**src/token_pkg.sv**
```systemverilog
// ################################################
// Shared sizes, GLB port encodings and packed
// structs for the token engine and its testbench.
// Referenced by scoped names, no import.
// ################################################

package token_pkg;

    localparam int NUM_FIFO   = 4;   // ifmap and opsum FIFO count
    localparam int DATA_W     = 32;  // GLB word
    localparam int ADDR_W     = 32;
    localparam int WEB_W      = 4;
    localparam int FIFO_IDX_W = 2;

    // GLB byte write enable is active low
    localparam logic [WEB_W-1:0] WEB_IDLE = 4'b1111;
    localparam logic [WEB_W-1:0] WEB_WORD = 4'b0000;

    localparam int BYTE_SHIFT = 2;    // word to byte address

    // signed 8-bit output range of the PPU
    localparam int Q_MIN = -128;
    localparam int Q_MAX = 127;

    typedef logic [NUM_FIFO-1:0] fifo_mask_t;

    // settings of one pass, held stable while the pass runs
    typedef struct packed {
        logic [ADDR_W-1:0] ifmap_base;   // word address
        logic [ADDR_W-1:0] opsum_base;   // word address
        logic [7:0]        ifmap_words;  // words per ifmap FIFO
        logic [2:0]        ic_real;      // 0..4
        logic [2:0]        oc_real;      // 0..4
        logic [5:0]        scaling;      // arithmetic right shift
        logic              relu_en;
        logic              need_ppu;
    } pass_cfg_t;

    // request from one channel towards the arbiter
    typedef struct packed {
        logic              valid;
        logic [ADDR_W-1:0] addr;   // byte address
        logic [DATA_W-1:0] wdata;
    } glb_req_t;

    typedef struct packed {
        fifo_mask_t        push;
        logic [DATA_W-1:0] data;
    } push_t;

endpackage

```
**src/engine_ctrl.sv**
```systemverilog
// ################################################
// Pass sequencer. A start pulse opens the pass,
// both channels run until their done flags are
// high, then a single-cycle done pulse is given.
// ################################################

module engine_ctrl (
    input  logic clk,
    input  logic rst_n_i,
    input  logic pass_start_i,
    input  logic fetch_done_i,
    input  logic drain_done_i,
    output logic run_o,
    output logic pass_done_o
);

    typedef enum logic [1:0] {
        IDLE,
        RUN,
        DONE
    } state_t;

    state_t state_q;
    state_t state_d;

    always_comb begin
        state_d = state_q;
        case (state_q)
            IDLE: begin
                if (pass_start_i) begin
                    state_d = RUN;
                end
            end
            RUN: begin
                // both channels finished their share
                if (fetch_done_i && drain_done_i) begin
                    state_d = DONE;
                end
            end
            DONE:    state_d = IDLE;  // one cycle only
            default: state_d = IDLE;
        endcase
    end

    always_ff @(posedge clk) begin
        if (!rst_n_i) begin
            state_q <= IDLE;
        end else begin
            state_q <= state_d;
        end
    end

    assign run_o       = (state_q == RUN);
    assign pass_done_o = (state_q == DONE);

endmodule

```
**src/glb_arbiter.sv**
```systemverilog
// ################################################
// GLB port arbiter. Grants one request per cycle,
// drain writes before fetch reads, and registers
// the granted command onto the GLB port.
// ################################################

module glb_arbiter (
    input  logic                           clk,
    input  logic                           rst_n_i,
    input  token_pkg::glb_req_t            rd_req_i,
    input  token_pkg::glb_req_t            wr_req_i,
    output logic                           rd_grant_o,
    output logic                           wr_grant_o,
    output logic                           glb_read_o,
    output logic [token_pkg::WEB_W-1:0]    glb_web_o,
    output logic [token_pkg::ADDR_W-1:0]   glb_addr_o,
    output logic [token_pkg::DATA_W-1:0]   wr_data_o
);

    // write has priority
    assign wr_grant_o = wr_req_i.valid;
    assign rd_grant_o = rd_req_i.valid && !wr_req_i.valid;

    // command strobes
    always_ff @(posedge clk) begin
        if (!rst_n_i) begin
            glb_read_o <= 1'b0;
            glb_web_o  <= token_pkg::WEB_IDLE;
        end else begin
            glb_read_o <= rd_grant_o;
            glb_web_o  <= wr_grant_o ? token_pkg::WEB_WORD : token_pkg::WEB_IDLE;
        end
    end

    // address and data only move on a grant
    always_ff @(posedge clk) begin
        if (wr_grant_o) begin
            glb_addr_o <= wr_req_i.addr;
            wr_data_o  <= wr_req_i.wdata;
        end else if (rd_grant_o) begin
            glb_addr_o <= rd_req_i.addr;
        end
    end

endmodule

```
**src/ifmap_fetch.sv**
```systemverilog
// ################################################
// Ifmap fetch channel. Reads ifmap_words words per
// active ifmap FIFO from the GLB and pushes each
// returned word two cycles after its grant.
// ################################################

module ifmap_fetch (
    input  logic                           clk,
    input  logic                           rst_n_i,
    input  logic                           run_i,
    input  token_pkg::pass_cfg_t           cfg_i,
    input  token_pkg::fifo_mask_t          full_i,
    input  logic                           grant_i,
    input  logic [token_pkg::DATA_W-1:0]   read_data_i,
    output token_pkg::glb_req_t            req_o,
    output token_pkg::push_t               push_o,
    output logic                           done_o
);

    logic [token_pkg::FIFO_IDX_W-1:0] fifo_q;     // current FIFO f
    logic [7:0]                       word_q;     // word k within FIFO
    logic [token_pkg::ADDR_W-1:0]     offset_q;   // f*ifmap_words + k
    logic                             issued_q;   // all reads granted
    logic                             no_work;
    logic                             last_word;
    logic                             last_fifo;

    // read return pipe, [0] granted last cycle, [1] data arrives now
    logic [1:0]                       rd_vld_q;
    logic [token_pkg::FIFO_IDX_W-1:0] rd_idx_q [2];

    assign no_work   = (cfg_i.ic_real == 3'd0) || (cfg_i.ifmap_words == 8'd0);
    assign last_word = (word_q == cfg_i.ifmap_words - 8'd1);
    assign last_fifo = ({1'b0, fifo_q} == cfg_i.ic_real - 3'd1);

    always_comb begin
        req_o.valid = run_i && !no_work && !issued_q && !full_i[fifo_q];
        req_o.addr  = (cfg_i.ifmap_base + offset_q) << token_pkg::BYTE_SHIFT;
        req_o.wdata = '0;  // reads carry no data
    end

    always_ff @(posedge clk) begin
        if (!rst_n_i) begin
            fifo_q   <= '0;
            word_q   <= '0;
            offset_q <= '0;
            issued_q <= 1'b0;
            rd_vld_q <= '0;
        end else if (!run_i) begin
            fifo_q   <= '0;
            word_q   <= '0;
            offset_q <= '0;
            issued_q <= 1'b0;
            rd_vld_q <= '0;
        end else begin
            rd_vld_q <= {rd_vld_q[0], grant_i};
            if (grant_i) begin
                offset_q <= offset_q + 1'b1;
                if (last_word) begin
                    word_q <= '0;
                    if (last_fifo) begin
                        issued_q <= 1'b1;
                    end else begin
                        fifo_q <= fifo_q + 1'b1;
                    end
                end else begin
                    word_q <= word_q + 8'd1;
                end
            end
        end
    end

    // index travels with the read
    always_ff @(posedge clk) begin
        rd_idx_q[0] <= fifo_q;
        rd_idx_q[1] <= rd_idx_q[0];
    end

    always_comb begin
        push_o.push = rd_vld_q[1] ? (token_pkg::fifo_mask_t'(1'b1) << rd_idx_q[1]) : '0;
        push_o.data = read_data_i;  // GLB data valid this cycle
    end

    // nothing left to issue and nothing in flight
    assign done_o = run_i && (no_work || (issued_q && (rd_vld_q == 2'b00)));

endmodule

```
**src/opsum_drain.sv**
```systemverilog
// ################################################
// Opsum drain channel. Pops one head word from each
// active opsum FIFO and offers it as a GLB write
// to opsum_base + f. Pop happens in the grant cycle.
// ################################################

module opsum_drain (
    input  logic                           clk,
    input  logic                           rst_n_i,
    input  logic                           run_i,
    input  token_pkg::pass_cfg_t           cfg_i,
    input  token_pkg::fifo_mask_t          empty_i,
    input  logic [token_pkg::DATA_W-1:0]   pop_data_i [token_pkg::NUM_FIFO],
    input  logic                           grant_i,
    output token_pkg::glb_req_t            req_o,
    output token_pkg::fifo_mask_t          pop_o,
    output logic                           done_o
);

    logic [token_pkg::FIFO_IDX_W-1:0] fifo_q;
    logic                             issued_q;  // every active FIFO written
    logic                             no_work;
    logic [token_pkg::ADDR_W-1:0]     fifo_off;

    assign no_work  = (cfg_i.oc_real == 3'd0);
    assign fifo_off = {{(token_pkg::ADDR_W-token_pkg::FIFO_IDX_W){1'b0}}, fifo_q};

    always_comb begin
        req_o.valid = run_i && !no_work && !issued_q && !empty_i[fifo_q];
        req_o.addr  = (cfg_i.opsum_base + fifo_off) << token_pkg::BYTE_SHIFT;
        req_o.wdata = pop_data_i[fifo_q];  // fall-through head word
    end

    // head word leaves the FIFO when the write is taken
    assign pop_o = grant_i ? (token_pkg::fifo_mask_t'(1'b1) << fifo_q) : '0;

    always_ff @(posedge clk) begin
        if (!rst_n_i) begin
            fifo_q   <= '0;
            issued_q <= 1'b0;
        end else if (!run_i) begin
            fifo_q   <= '0;
            issued_q <= 1'b0;
        end else if (grant_i) begin
            if ({1'b0, fifo_q} == cfg_i.oc_real - 3'd1) begin
                issued_q <= 1'b1;
            end else begin
                fifo_q <= fifo_q + 1'b1;
            end
        end
    end

    assign done_o = run_i && (no_work || issued_q);

endmodule

```
**src/ppu.sv**
```systemverilog
// ################################################
// Post-processing on the GLB write data. Scales by
// an arithmetic shift, clamps to int8, optional
// ReLU. Bypassed when need_ppu is low.
// ################################################

module ppu (
    input  logic [token_pkg::DATA_W-1:0] data_i,
    input  token_pkg::pass_cfg_t         cfg_i,
    output logic [token_pkg::DATA_W-1:0] data_o
);

    logic signed [token_pkg::DATA_W-1:0] shifted;
    logic signed [token_pkg::DATA_W-1:0] clamped;

    always_comb begin
        shifted = $signed(data_i) >>> cfg_i.scaling;
        if (shifted > token_pkg::Q_MAX) begin
            clamped = token_pkg::Q_MAX;
        end else if (shifted < token_pkg::Q_MIN) begin
            clamped = token_pkg::Q_MIN;
        end else begin
            clamped = shifted;
        end
        if (cfg_i.relu_en && (clamped < 0)) begin
            clamped = '0;  // relu
        end
    end

    assign data_o = cfg_i.need_ppu ? clamped : data_i;

endmodule

```
**src/token_engine.sv**
```systemverilog
// ################################################
// Token engine top, GLB side. Fetch and drain run
// side by side during a pass, the arbiter shares
// the GLB port and the PPU shapes write data.
// ################################################

module token_engine (
    input  logic                           clk,
    input  logic                           rst_n_i,

    // pass control
    input  logic                           pass_start_i,
    input  token_pkg::pass_cfg_t           cfg_i,
    output logic                           pass_done_o,

    // GLB port, read data one cycle after glb_read_o
    output logic                           glb_read_o,
    output logic [token_pkg::WEB_W-1:0]    glb_web_o,
    output logic [token_pkg::ADDR_W-1:0]   glb_addr_o,
    output logic [token_pkg::DATA_W-1:0]   glb_write_data_o,
    input  logic [token_pkg::DATA_W-1:0]   glb_read_data_i,

    // ifmap FIFOs
    input  token_pkg::fifo_mask_t          ifmap_full_i,  // almost full
    output token_pkg::push_t               ifmap_push_o,

    // opsum FIFOs
    input  token_pkg::fifo_mask_t          opsum_empty_i,
    input  logic [token_pkg::DATA_W-1:0]   opsum_pop_data_i [token_pkg::NUM_FIFO],
    output token_pkg::fifo_mask_t          opsum_pop_o
);

    logic                          run;
    logic                          fetch_done;
    logic                          drain_done;
    logic                          rd_grant;
    logic                          wr_grant;
    token_pkg::glb_req_t           rd_req;
    token_pkg::glb_req_t           wr_req;
    logic [token_pkg::DATA_W-1:0]  wr_data;  // before PPU

    engine_ctrl u_engine_ctrl (
        .clk          (clk),
        .rst_n_i      (rst_n_i),
        .pass_start_i (pass_start_i),
        .fetch_done_i (fetch_done),
        .drain_done_i (drain_done),
        .run_o        (run),
        .pass_done_o  (pass_done_o)
    );

    ifmap_fetch u_ifmap_fetch (
        .clk         (clk),
        .rst_n_i     (rst_n_i),
        .run_i       (run),
        .cfg_i       (cfg_i),
        .full_i      (ifmap_full_i),
        .grant_i     (rd_grant),
        .read_data_i (glb_read_data_i),
        .req_o       (rd_req),
        .push_o      (ifmap_push_o),
        .done_o      (fetch_done)
    );

    opsum_drain u_opsum_drain (
        .clk        (clk),
        .rst_n_i    (rst_n_i),
        .run_i      (run),
        .cfg_i      (cfg_i),
        .empty_i    (opsum_empty_i),
        .pop_data_i (opsum_pop_data_i),
        .grant_i    (wr_grant),
        .req_o      (wr_req),
        .pop_o      (opsum_pop_o),
        .done_o     (drain_done)
    );

    glb_arbiter u_glb_arbiter (
        .clk        (clk),
        .rst_n_i    (rst_n_i),
        .rd_req_i   (rd_req),
        .wr_req_i   (wr_req),
        .rd_grant_o (rd_grant),
        .wr_grant_o (wr_grant),
        .glb_read_o (glb_read_o),
        .glb_web_o  (glb_web_o),
        .glb_addr_o (glb_addr_o),
        .wr_data_o  (wr_data)
    );

    ppu u_ppu (
        .data_i (wr_data),
        .cfg_i  (cfg_i),
        .data_o (glb_write_data_o)
    );

endmodule

```
**config.mk**
```make
export PLATFORM = sky130hd
export DESIGN_NAME = token_engine
export DESIGN_NICKNAME = d
export VERILOG_FILES = /design/src/token_pkg.sv /design/src/engine_ctrl.sv /design/src/glb_arbiter.sv /design/src/ifmap_fetch.sv /design/src/opsum_drain.sv /design/src/ppu.sv /design/src/token_engine.sv
export SDC_FILE = /design/constraint.sdc
export NUM_CORES = 1
export LEC_CHECK = 0
export BUFFER_PORTS_ARGS = -buffer_cell sky130_fd_sc_hd__buf_2
export CAP_MARGIN = 30
export CORE_MARGIN = 2
export CORE_UTILIZATION = 36
export CTS_BUF_LIST = sky130_fd_sc_hd__clkbuf_4 sky130_fd_sc_hd__clkbuf_8 sky130_fd_sc_hd__clkbuf_16
export DETAILED_ROUTE_END_ITERATION = 12
export GPL_TIMING_DRIVEN = 1
export PLACE_DENSITY = 0.73
export SLEW_MARGIN = 10
export SYNTH_ARGS = -nofsm -noshare
export SYNTH_HDL_FRONTEND = slang
export SYNTH_SLANG_ARGS = --single-unit
```
**constraint.sdc**
```tcl
create_clock -name clk -period 4.4 [get_ports clk]
set_input_delay 0.44 -clock clk [delete_from_list [all_inputs] [get_ports clk]]
set_output_delay 0.44 -clock clk [all_outputs]
set_load 0.03 [all_outputs]
```
# After elaboration in Yosys (flattened, before gate mapping)
# Memories as Yosys holds them, arrays and structs flattened.
# Cells that the tools add are included.
dict set report totals {
  reg_bits 117
  ramBits 4
  in_bits 257
  out_inout_bits 110
  word_cells 95
  mem_count 1
}
# name words word_bits read_ports rd_clocked_by_memory_dff write_ports line_no
set mem_list {}
lappend mem_list {u_ifmap_fetch.rd_idx_q 2 2 2 0 2 ifmap_fetch.sv:30} ;# logic [token_pkg::FIFO_IDX_W-1:0] rd_idx_q [2];
dict set report op_classes {
  addsub 9
  order_cmp 6
  n_eq_ne 7
  shift 3
  n_mux 20
  bitwise_logic 3
  n_reduce_logical 34
}
# operator count
set op_table {}
lappend op_table {{$mux W32} 8}
lappend op_table {{$bmux W32 S2} 1}
lappend op_table {{$add A32 B1 Y32 const B} 1}
lappend op_table {{$gt A32 B8 Y1 const B} 1}
lappend op_table {{$lt A32 B1 Y1 const B} 1}
lappend op_table {{$lt A32 B8 Y1 const B} 1}
lappend op_table {{$sshr A32 B6 Y32} 1}
lappend op_table {{$add A30 B2 Y30} 1}
lappend op_table {{$add A30 B30 Y30} 1}
lappend op_table {{$logic_and A1 B1 Y1} 12}
lappend op_table {{$mux W4} 3}
lappend op_table {{$add A8 B1 Y8 const B} 1}
lappend op_table {{$eq A8 B8 Y1} 1}
lappend op_table {{$logic_not A8 Y1} 1}
lappend op_table {{$mux W8} 1}
lappend op_table {{$reduce_and A2 Y1} 4}
lappend op_table {{$shl A1 B2 Y4 const A} 2}
lappend op_table {{$sub A8 B1 Y8 const B} 1}
lappend op_table {{$logic_not A1 Y1} 7}
lappend op_table {{$eq A2 B3 Y1} 2}
lappend op_table {{$logic_not A3 Y1} 2}
lappend op_table {{$lt A2 B3 Y1 const B} 2}
lappend op_table {{$reduce_and A3 Y1} 2}
lappend op_table {{$sub A3 B1 Y3 const B} 2}
lappend op_table {{14 further kinds} 23}

# Logic depth before layout (Yosys ltp)
# Gate-level depths: netlist of the first run.
dict set report depth {
  depth_word 9
  mapped_depth 17
  depth_no_buf 13
}

# Hierarchy
# From an unflattened synthesis of the first run, not the netlist that was laid out.
dict set report unflattened {
  cells_unflattened 1291
  area_unflattened_um2 11798.8
}
# module n_inst cells_per_inst area_per_inst_um2 seq_area_each_um2
set modules_own_cells {}
lappend modules_own_cells {ifmap_fetch 1 575 4496.8 940.9}
lappend modules_own_cells {ppu 1 432 2991.6 0.0}
lappend modules_own_cells {glb_arbiter 1 110 2537.4 1961.9}
lappend modules_own_cells {opsum_drain 1 165 1679.1 60.1}
lappend modules_own_cells {engine_ctrl 1 9 93.8 40.0}

# Least setup slack after synthesis of the first run
# Ideal clock, no wire load.
dict set report synth_path {
  kind {input to output}
  startpoint {input cfg_i[4] in the netlist's numbering}
  endpoint {output glb_write_data_o[9] in the netlist's numbering}
  t_arrival_ps 3903
  required_ps 3960
  setup_slack_ps 57
  path_stages 12
  path_buffers 5
  path_cell_list {clkbuf_1 -> clkbuf_1 -> buf_2 -> buf_2 -> buf_2 -> o21a_1 -> nand4_1 -> a2bb2oi_1 -> or4_1 -> ha_1 -> nor2b_1 -> o41ai_1}
}
dict set report synth_via {
  elab_chain_cells 8
  word_cells_on_any_way 9
  cone_classes {3 x order compare; 1 x shift; 4 x mux; 1 x reduce/logical}
}
# item line_no
set synth_rtl {}
lappend synth_rtl {{start, declared} token_engine.sv:13} ;# input token_pkg::pass_cfg_t cfg_i,
lappend synth_rtl {{$sshr A32 B6 Y32 (*)} ppu.sv:17} ;# shifted = $signed(data_i) >>> cfg_i.scaling;
lappend synth_rtl {{$lt A32 B8 Y1} ppu.sv:20} ;# end else if (shifted < token_pkg::Q_MIN) begin
lappend synth_rtl {{$mux W32} ppu.sv:20}
lappend synth_rtl {{$mux W32 (*)} ppu.sv:18} ;# if (shifted > token_pkg::Q_MAX) begin
lappend synth_rtl {{$lt A32 B1 Y1} ppu.sv:25} ;# if (cfg_i.relu_en && (clamped < 0)) begin
lappend synth_rtl {{$logic_and A1 B1 Y1} ppu.sv:25}
lappend synth_rtl {{$mux W32 (*)} ppu.sv:25}
lappend synth_rtl {{$mux W32 (*)} ppu.sv:30} ;# assign data_o = cfg_i.need_ppu ? clamped : data_i;
lappend synth_rtl {{end, declared} token_engine.sv:20} ;# output logic [token_pkg::DATA_W-1:0] glb_write_data_o,
# Every way passes the cells marked *; elsewhere a longest branch is shown, timed or not.

# Worst setup path after layout of the first run
dict set report layout_path {
  startpoint {register u_glb_arbiter.wr_data_o[17] in the netlist's numbering}
  endpoint {output glb_write_data_o[7] in the netlist's numbering}
}
dict set report layout_via {
  elab_chain_cells 8
  word_cells_on_any_way 9
  cone_classes {3 x order compare; 1 x shift; 4 x mux; 1 x reduce/logical}
}
# item line_no
set layout_rtl {}
lappend layout_rtl {{start, declared} glb_arbiter.sv:17} ;# output logic [token_pkg::DATA_W-1:0] wr_data_o
lappend layout_rtl {{start signal, assigned} glb_arbiter.sv:39} ;# wr_data_o <= wr_req_i.wdata;
lappend layout_rtl {{$sshr A32 B6 Y32 (*)} ppu.sv:17}
lappend layout_rtl {{$lt A32 B8 Y1} ppu.sv:20}
lappend layout_rtl {{$mux W32} ppu.sv:20}
lappend layout_rtl {{$mux W32 (*)} ppu.sv:18}
lappend layout_rtl {{$lt A32 B1 Y1} ppu.sv:25}
lappend layout_rtl {{$logic_and A1 B1 Y1} ppu.sv:25}
lappend layout_rtl {{$mux W32 (*)} ppu.sv:25}
lappend layout_rtl {{$mux W32 (*)} ppu.sv:30}
# Marks and branches as above.

==> metrics.txt, run 1 <==
non-filler cells, final=1878; GRT Util Overall=0.225; fin nets=1772; yosys warns=0; routability congestion estimate from global placement=0.939; # H-tree levels=4; dpl cell area=12600 sq um; Yosys reg bits=116; CTS Buf Count=17; Final HPWL DP=28400 microns; Synth Area per Inst=9.34 sq um; CTS tree=built; pre-CTS worst setup slack=0.0287 ns; total iterations of the first detailed-routing run=8; outcome=complete, no violations; worst slew pin tran=0.930 ns; vias per inst=5.53; Post-synth top cells=nor2_1 (125), nand2_1 (92), mux4_2 (73); Mapped Cells=1149; CP arrival=3.91 ns; clock sink count=116; antenna violations before repair=10; grt ovf=0; Die Y=177 microns; final setup skew=0.0102 ns; Area Growth Syn to Fin=28.3%; 1st-iter DRT viols=820; Root Driver=clkbuf_16; Post-synth top flop=edfxtp_1; die width=177 microns; # fillers=2842; area leader, netlist=edfxtp_1; Core Rows=63; Final Cycle Share=0.988; # hold bufs at CTS=0; critical path endpoint category=primary output; most common cell in the netlist=nor2_1; final instance area=13800 sq um; post-synth top area share=0.173; Peak VDD IR=0.000239 V; Cell Pwr Density=263 nW/um^2; Worst-Skew Late Latency=0.41 ns; Post-DRT Antenna Nets=0; Hold Crit Class=in -> reg; Final Worst Setup Slack=0.0526 ns; die area=31200 sq um; post-synthesis cell type count=75; number of I/O pins=367; Vias=10.4k; Port Buffers=296; Leak=5.69 nW; Bufs on Longest Clock Path=2; drt drc=0; Initial Util=0.364; Core ar.=29500 sq um; fmax=230 MHz; vias in the first global route=9962; internal reg-to-reg setup slack=1.17 ns; largest net degree at the start of global routing=99; Fin. Hold Viols=0; Startpoint Class=flop; crit path kind=reg -> out; Final setup viols=0; Post-synth EDFFs=62; first-pass GRT wire length=54400 microns; Post-synth ARST share=0; main area contributors after synthesis=edfxtp_1 (17%), mux4_2 (15%), dfxtp_1 (10%); max cap viols=0; synthesized area=10700 sq um; Reg clk slew, reported paths=0.06 ns; Max Slew Vio Count=0; Seq/Total Area, Yosys=0.274; DR WL/cell=19.5 microns; max_slew headroom=0.376; minimum clock period=4.35 ns; Critical Path RT=3.96 ns; share of cells above drive strength 1=0.371; crit path max fanout=6; DP Cell Count=1798; Total Wirelength=36600 microns
[flip-flops by register name (all words and copies together), names as in the netlist]
register and cells:
u_engine_ctrl.state_q 2, u_glb_arbiter.glb_addr_o 30, u_glb_arbiter.glb_read_o 1, u_glb_arbiter.glb_web_o 1
u_glb_arbiter.wr_data_o 32, u_ifmap_fetch.fifo_q 2, u_ifmap_fetch.issued_q 1, u_ifmap_fetch.offset_q 30
u_ifmap_fetch.rd_idx_q 4, u_ifmap_fetch.rd_vld_q 2, u_ifmap_fetch.word_q 8, u_opsum_drain.fifo_q 2
u_opsum_drain.issued_q 1
[power by group]
group | switching, W | internal [W]
Combinational | 0.000590 | 0.000438
Clock | 0.000510 | 0.000833
Sequential | 0.0000372 | 0.00122
[final cells by class]
class,instances,area [sq um],share of cell area
Multi-Input combinational cell,899,7240,0.526
Sequential cell,116,2950,0.214
Timing Repair Buffer,400,2370,0.172
Clock buffer,22,515,0.0374
Tap cell,390,488,0.0354
Inverter,36,135,0.00981
Clock inverter,10,65.1,0.00472
Antenna cell,5,12.5,0.000909
[critical path, stage by stage, from the launching register on]
cell,delay (ns)
edfxtp_1,0.49
mux2i_1,0.11
mux4_2,0.49
mux2_2,0.29
a221o_1,0.35
or4_4,0.53
ha_4,0.19
nor2b_4,0.13
nor2_1,0.08
a31oi_4,0.37
clkbuf_16,0.22
o2bb2ai_1,0.08
buf_4,0.18
[logic make-up (layout without fill, tap and decap cells)]
logic type,count (synthesis),in the layout,share of synthesized area
fa+ha+maj,45,45,0.0539
other cells,1,7,0.000349
buf+inv,135,468,0.0657
simple gates,394,394,0.179
mux,122,122,0.200
compound gates,234,234,0.144
flops,116,116,0.274
xor+xnor,102,102,0.0832
[stage by stage]
step                 util  hold slack (ns)  TNS, ns  total power [W]
floorplan               -            0.310        0          0.00192
global placement    0.429            0.312        0          0.00222
detailed placement  0.429            0.312        0          0.00223
CTS                 0.452            0.221        0          0.00359
global route        0.467            0.230   -0.434          0.00376
finish              0.467            0.240        0          0.00362
[placed cells by master, fill, tap and decap left out, types with 10 or more instances in the layout]
master,netlist,layout
buf_2,15,289
nor2_1,125,124
buf_4,40,99
nand2_1,92,91
mux4_2,73,73
edfxtp_1,62,62
a21oi_1,62,60
xor2_1,55,55
dfxtp_1,54,52
xnor2_1,47,47
o21ai_0,44,43
ha_1,43,42
nand3_1,40,40
mux2i_1,40,36
inv_1,34,33
o2bb2ai_1,24,24
clkbuf_16,0,22
a211oi_1,23,21
nor2b_1,19,18
nor3_1,21,18
and3_1,18,18
nand2b_1,16,16
nand4_1,16,16
or3_1,10,10
a21o_1,11,10
[path summary, 6_finish.rpt]
kind	start	end	cells past startpoint
min reg2reg	u_ifmap_fetch.rd_idx_q[0][0]	u_ifmap_fetch.rd_idx_q[0][2]	0
max	u_glb_arbiter.wr_data_o[17]	glb_write_data_o[7]	12
min	rst_n_i	u_glb_arbiter.glb_web_o[2]	2
max reg2reg	u_ifmap_fetch.offset_q[0]	u_glb_arbiter.glb_addr_o[28]	11
[metal layers]
layer / vias to the layer above / track usage / part of all wire
met5: - / 0 / 0.0014
met4: 8 / 0.0864 / 0.028
met3: 73 / 0.0485 / 0.074
met2: 404 / 0.370 / 0.49
met1: 5020 / 0.291 / 0.41
li1: 4888 / - / -
[repair_timing]
| action | in CTS | in global routing |
|---|---|---|
| gates resized for setup | 1 | 44 |
| pin swaps | 0 | 10 |
| gates cloned | 0 | 3 |
| endpoints found under the setup margin | 31 | 31 |
| buffers inserted | 13 | 27 |
Note: power is estimated with default switching activity, not from simulation.
==> inputs of run 2 (changes only) <==
--- a/config.mk
+++ b/config.mk
@@ -13,5 +13,6 @@
 export DETAILED_ROUTE_END_ITERATION = 12
 export GPL_TIMING_DRIVEN = 1
-export PLACE_DENSITY = 0.73
+export HOLD_SLACK_MARGIN = 0.1
+export PLACE_DENSITY = 0.59
 export SLEW_MARGIN = 10
 export SYNTH_ARGS = -nofsm -noshare
==> constraint.sdc (replaced) <==
create_clock -name clk -period 4.4 [get_ports clk]
set_input_delay 0.44 -clock clk [delete_from_list [all_inputs] [get_ports clk]]
set_output_delay 0.44 -clock clk [all_outputs]
set_load 0.05 [all_outputs]
==> run 2 against run 1 <==
First-iteration DRC count decreased by 23%. Fmax decreased by 0.90%. Worst hold slack got worse by 0.0011 ns. Critical path depth increased by 5. Cell area increased by 3.5%. Die area unchanged. Register-to-register slack got worse by 0.13 ns. Sequential share of layout area decreased by 0.72 points. Largest power group unchanged. Flip-flop and latch count unchanged.
==> metrics.txt, run 2 (synthesized netlist as in run 1, its figures left out) <==
Initial Util=0.364; grt met2 use=0.404; Final setup viols=0; final setup skew=0.0114 ns; Worst-Skew Late Latency=0.42 ns; Leak=5.95 nW; 1st-iter DRT viols=635; vias in the first global route=10.4k; crit path kind=reg -> out; Fin. Hold Viols=0; Core ar.=29500 sq um; total iterations of the first detailed-routing run=6; Reg clk slew, reported paths=0.06 ns; grt ovf=0; crit path max fanout=11; max_slew headroom=0.537; max cap viols=0; die area=31200 sq um; r2r endpoint=u_glb_arbiter.glb_addr_o[26]; GRT Util Overall=0.247; Total Wirelength=39000 microns; met3 Track Usage GR=0.0629; Worst Reg-to-Reg Cells=9; die width=177 microns; pre-CTS worst setup slack=-0.284 ns; CP arrival=3.95 ns; # H-tree levels=4; # fillers=2914; minimum clock period=4.39 ns; registers with the most flip-flops=u_glb_arbiter.wr_data_o (32), u_glb_arbiter.glb_addr_o (30), u_ifmap_fetch.offset_q (30); Hold Crit Class=in -> reg; internal reg-to-reg setup slack=1.04 ns; drt drc=0; RR Startpoint=u_opsum_drain.fifo_q[1]; commonest non-fill, non-tap cell in the layout=buf_2; Post-DRT Antenna Nets=0; Bufs on Longest Clock Path=2; antenna violations before repair=8; Final Cycle Share=0.997; number of I/O pins=367; vias per inst=5.46; Die Y=177 microns; Area Growth Syn to Fin=32.7%; Port Buffers=296; global-route met1 utilization=0.314; post-layout util=0.483; largest net degree at the start of global routing=64; Startpoint Class=flop; Vias=10.5k; Core Rows=63; Biggest register=u_glb_arbiter.wr_data_o; most frequent cells in the layout=buf_2 (264), buf_4 (165), nor2_1 (125); critical path endpoint category=primary output; fmax=228 MHz; CTS Buf Count=17; routability congestion estimate from global placement=0.959; CTS tree=built; Cell Pwr Density=271 nW/um^2; total power=0.00386 W; share of cells above drive strength 1=0.393; DR WL/cell=20.2 microns; min-delay src=rst_n_i; clock sink count=116; final hold slack=0.239 ns; Sequential Area=2950 sq um; Final Worst Setup Slack=0.0130 ns; worst hold path cell count=2; multi-input logic area=7290 sq um; outcome=complete, no violations; Root Driver=clkbuf_16; first-pass GRT wire length=58700 microns; worst slew pin tran=0.694 ns; fin nets=1820; WHS Endpoint=u_glb_arbiter.glb_web_o[2]; Peak VDD IR=0.000262 V; # hold bufs at CTS=0; GR peak layer=met2; max reg flops=32; Critical Path RT=3.96 ns; Max Slew Vio Count=0; Final HPWL DP=31200 microns
## run 2: cell count changes in the layout (fill, tap and decap cells not counted), sizes merged
cell    before  now
bufinv       0    2
inv         39   46
buf        395  440
clkbuf      27   24
clkinv       7    3
a21o        11   12
diode        5    4
## run 2: how the worst max path moves through the flow
stage                                            from                    to  slack (ns)  cells after the start
after floorplan                              cfg_i[4]  glb_write_data_o[10]       0.001                     13
after global placement                       cfg_i[3]   glb_write_data_o[0]       -0.23                     15
after detailed placement                     cfg_i[3]   glb_write_data_o[0]       -0.28                     15
after CTS                 u_glb_arbiter.wr_data_o[18]  glb_write_data_o[30]       0.001                     12
after global routing      u_glb_arbiter.wr_data_o[28]  glb_write_data_o[27]       -0.05                     17
final                     u_glb_arbiter.wr_data_o[28]  glb_write_data_o[22]        0.01                     17
## run 2: power breakdown
part | switching (W) | internal [W]
Combinational | 0.000703 | 0.000489
Clock | 0.000562 | 0.000851
Sequential | 0.0000356 | 0.00121
## run 2: per-stage QoR
stage	std cells	cell area (sq um)	setup TNS, ns
2_1_floorplan	1150	10800	0
3_3_place_gp	1857	13200	-1.76
3_5_place_dp	1857	13200	-2.78
4_1_cts	1912	14100	0
5_1_grt	1923	14200	-0.661
6_report	1925	14200	0
## run 2: worst max-delay path, stage by stage (launching register included)
cell	delay, ns
edfxtp_1	0.51
buf_4	0.17
mux4_2	0.23
mux2_4	0.17
buf_4	0.15
nand4_1	0.09
nor2_1	0.18
nand4_1	0.15
a2bb2oi_2	0.19
or4_4	0.55
ha_4	0.19
nor2b_4	0.14
nor3_2	0.05
a31oi_2	0.17
buf_4	0.15
clkbuf_16	0.17
o2bb2ai_1	0.08
buf_4	0.19
## run 2: cell type report
cell class                      instances  area share
Antenna cell                            4    0.000703
Sequential cell                       116       0.207
Clock buffer                           17      0.0299
Multi-Input combinational cell        900       0.512
Inverter                               36     0.00948
Tap cell                              390      0.0342
Timing Repair Buffer                  447       0.196
Clock inverter                         15      0.0117
## run 2: metal layers
metal / wire [microns] / share of wire / vias up
met5: 129 / 0.0033 / -
met4: 1310 / 0.034 / 10
met3: 2820 / 0.072 / 87
met2: 18600 / 0.48 / 390
met1: 16100 / 0.41 / 5029
li1: - / - / 4992
## run 2: what timing repair did
action                     in CTS  in global routing
setup buffers                  21                  9
gates cloned                    2                  0
setup endpoints to repair      31                 31
resized for setup              25                 51
pin swaps                       0                  5
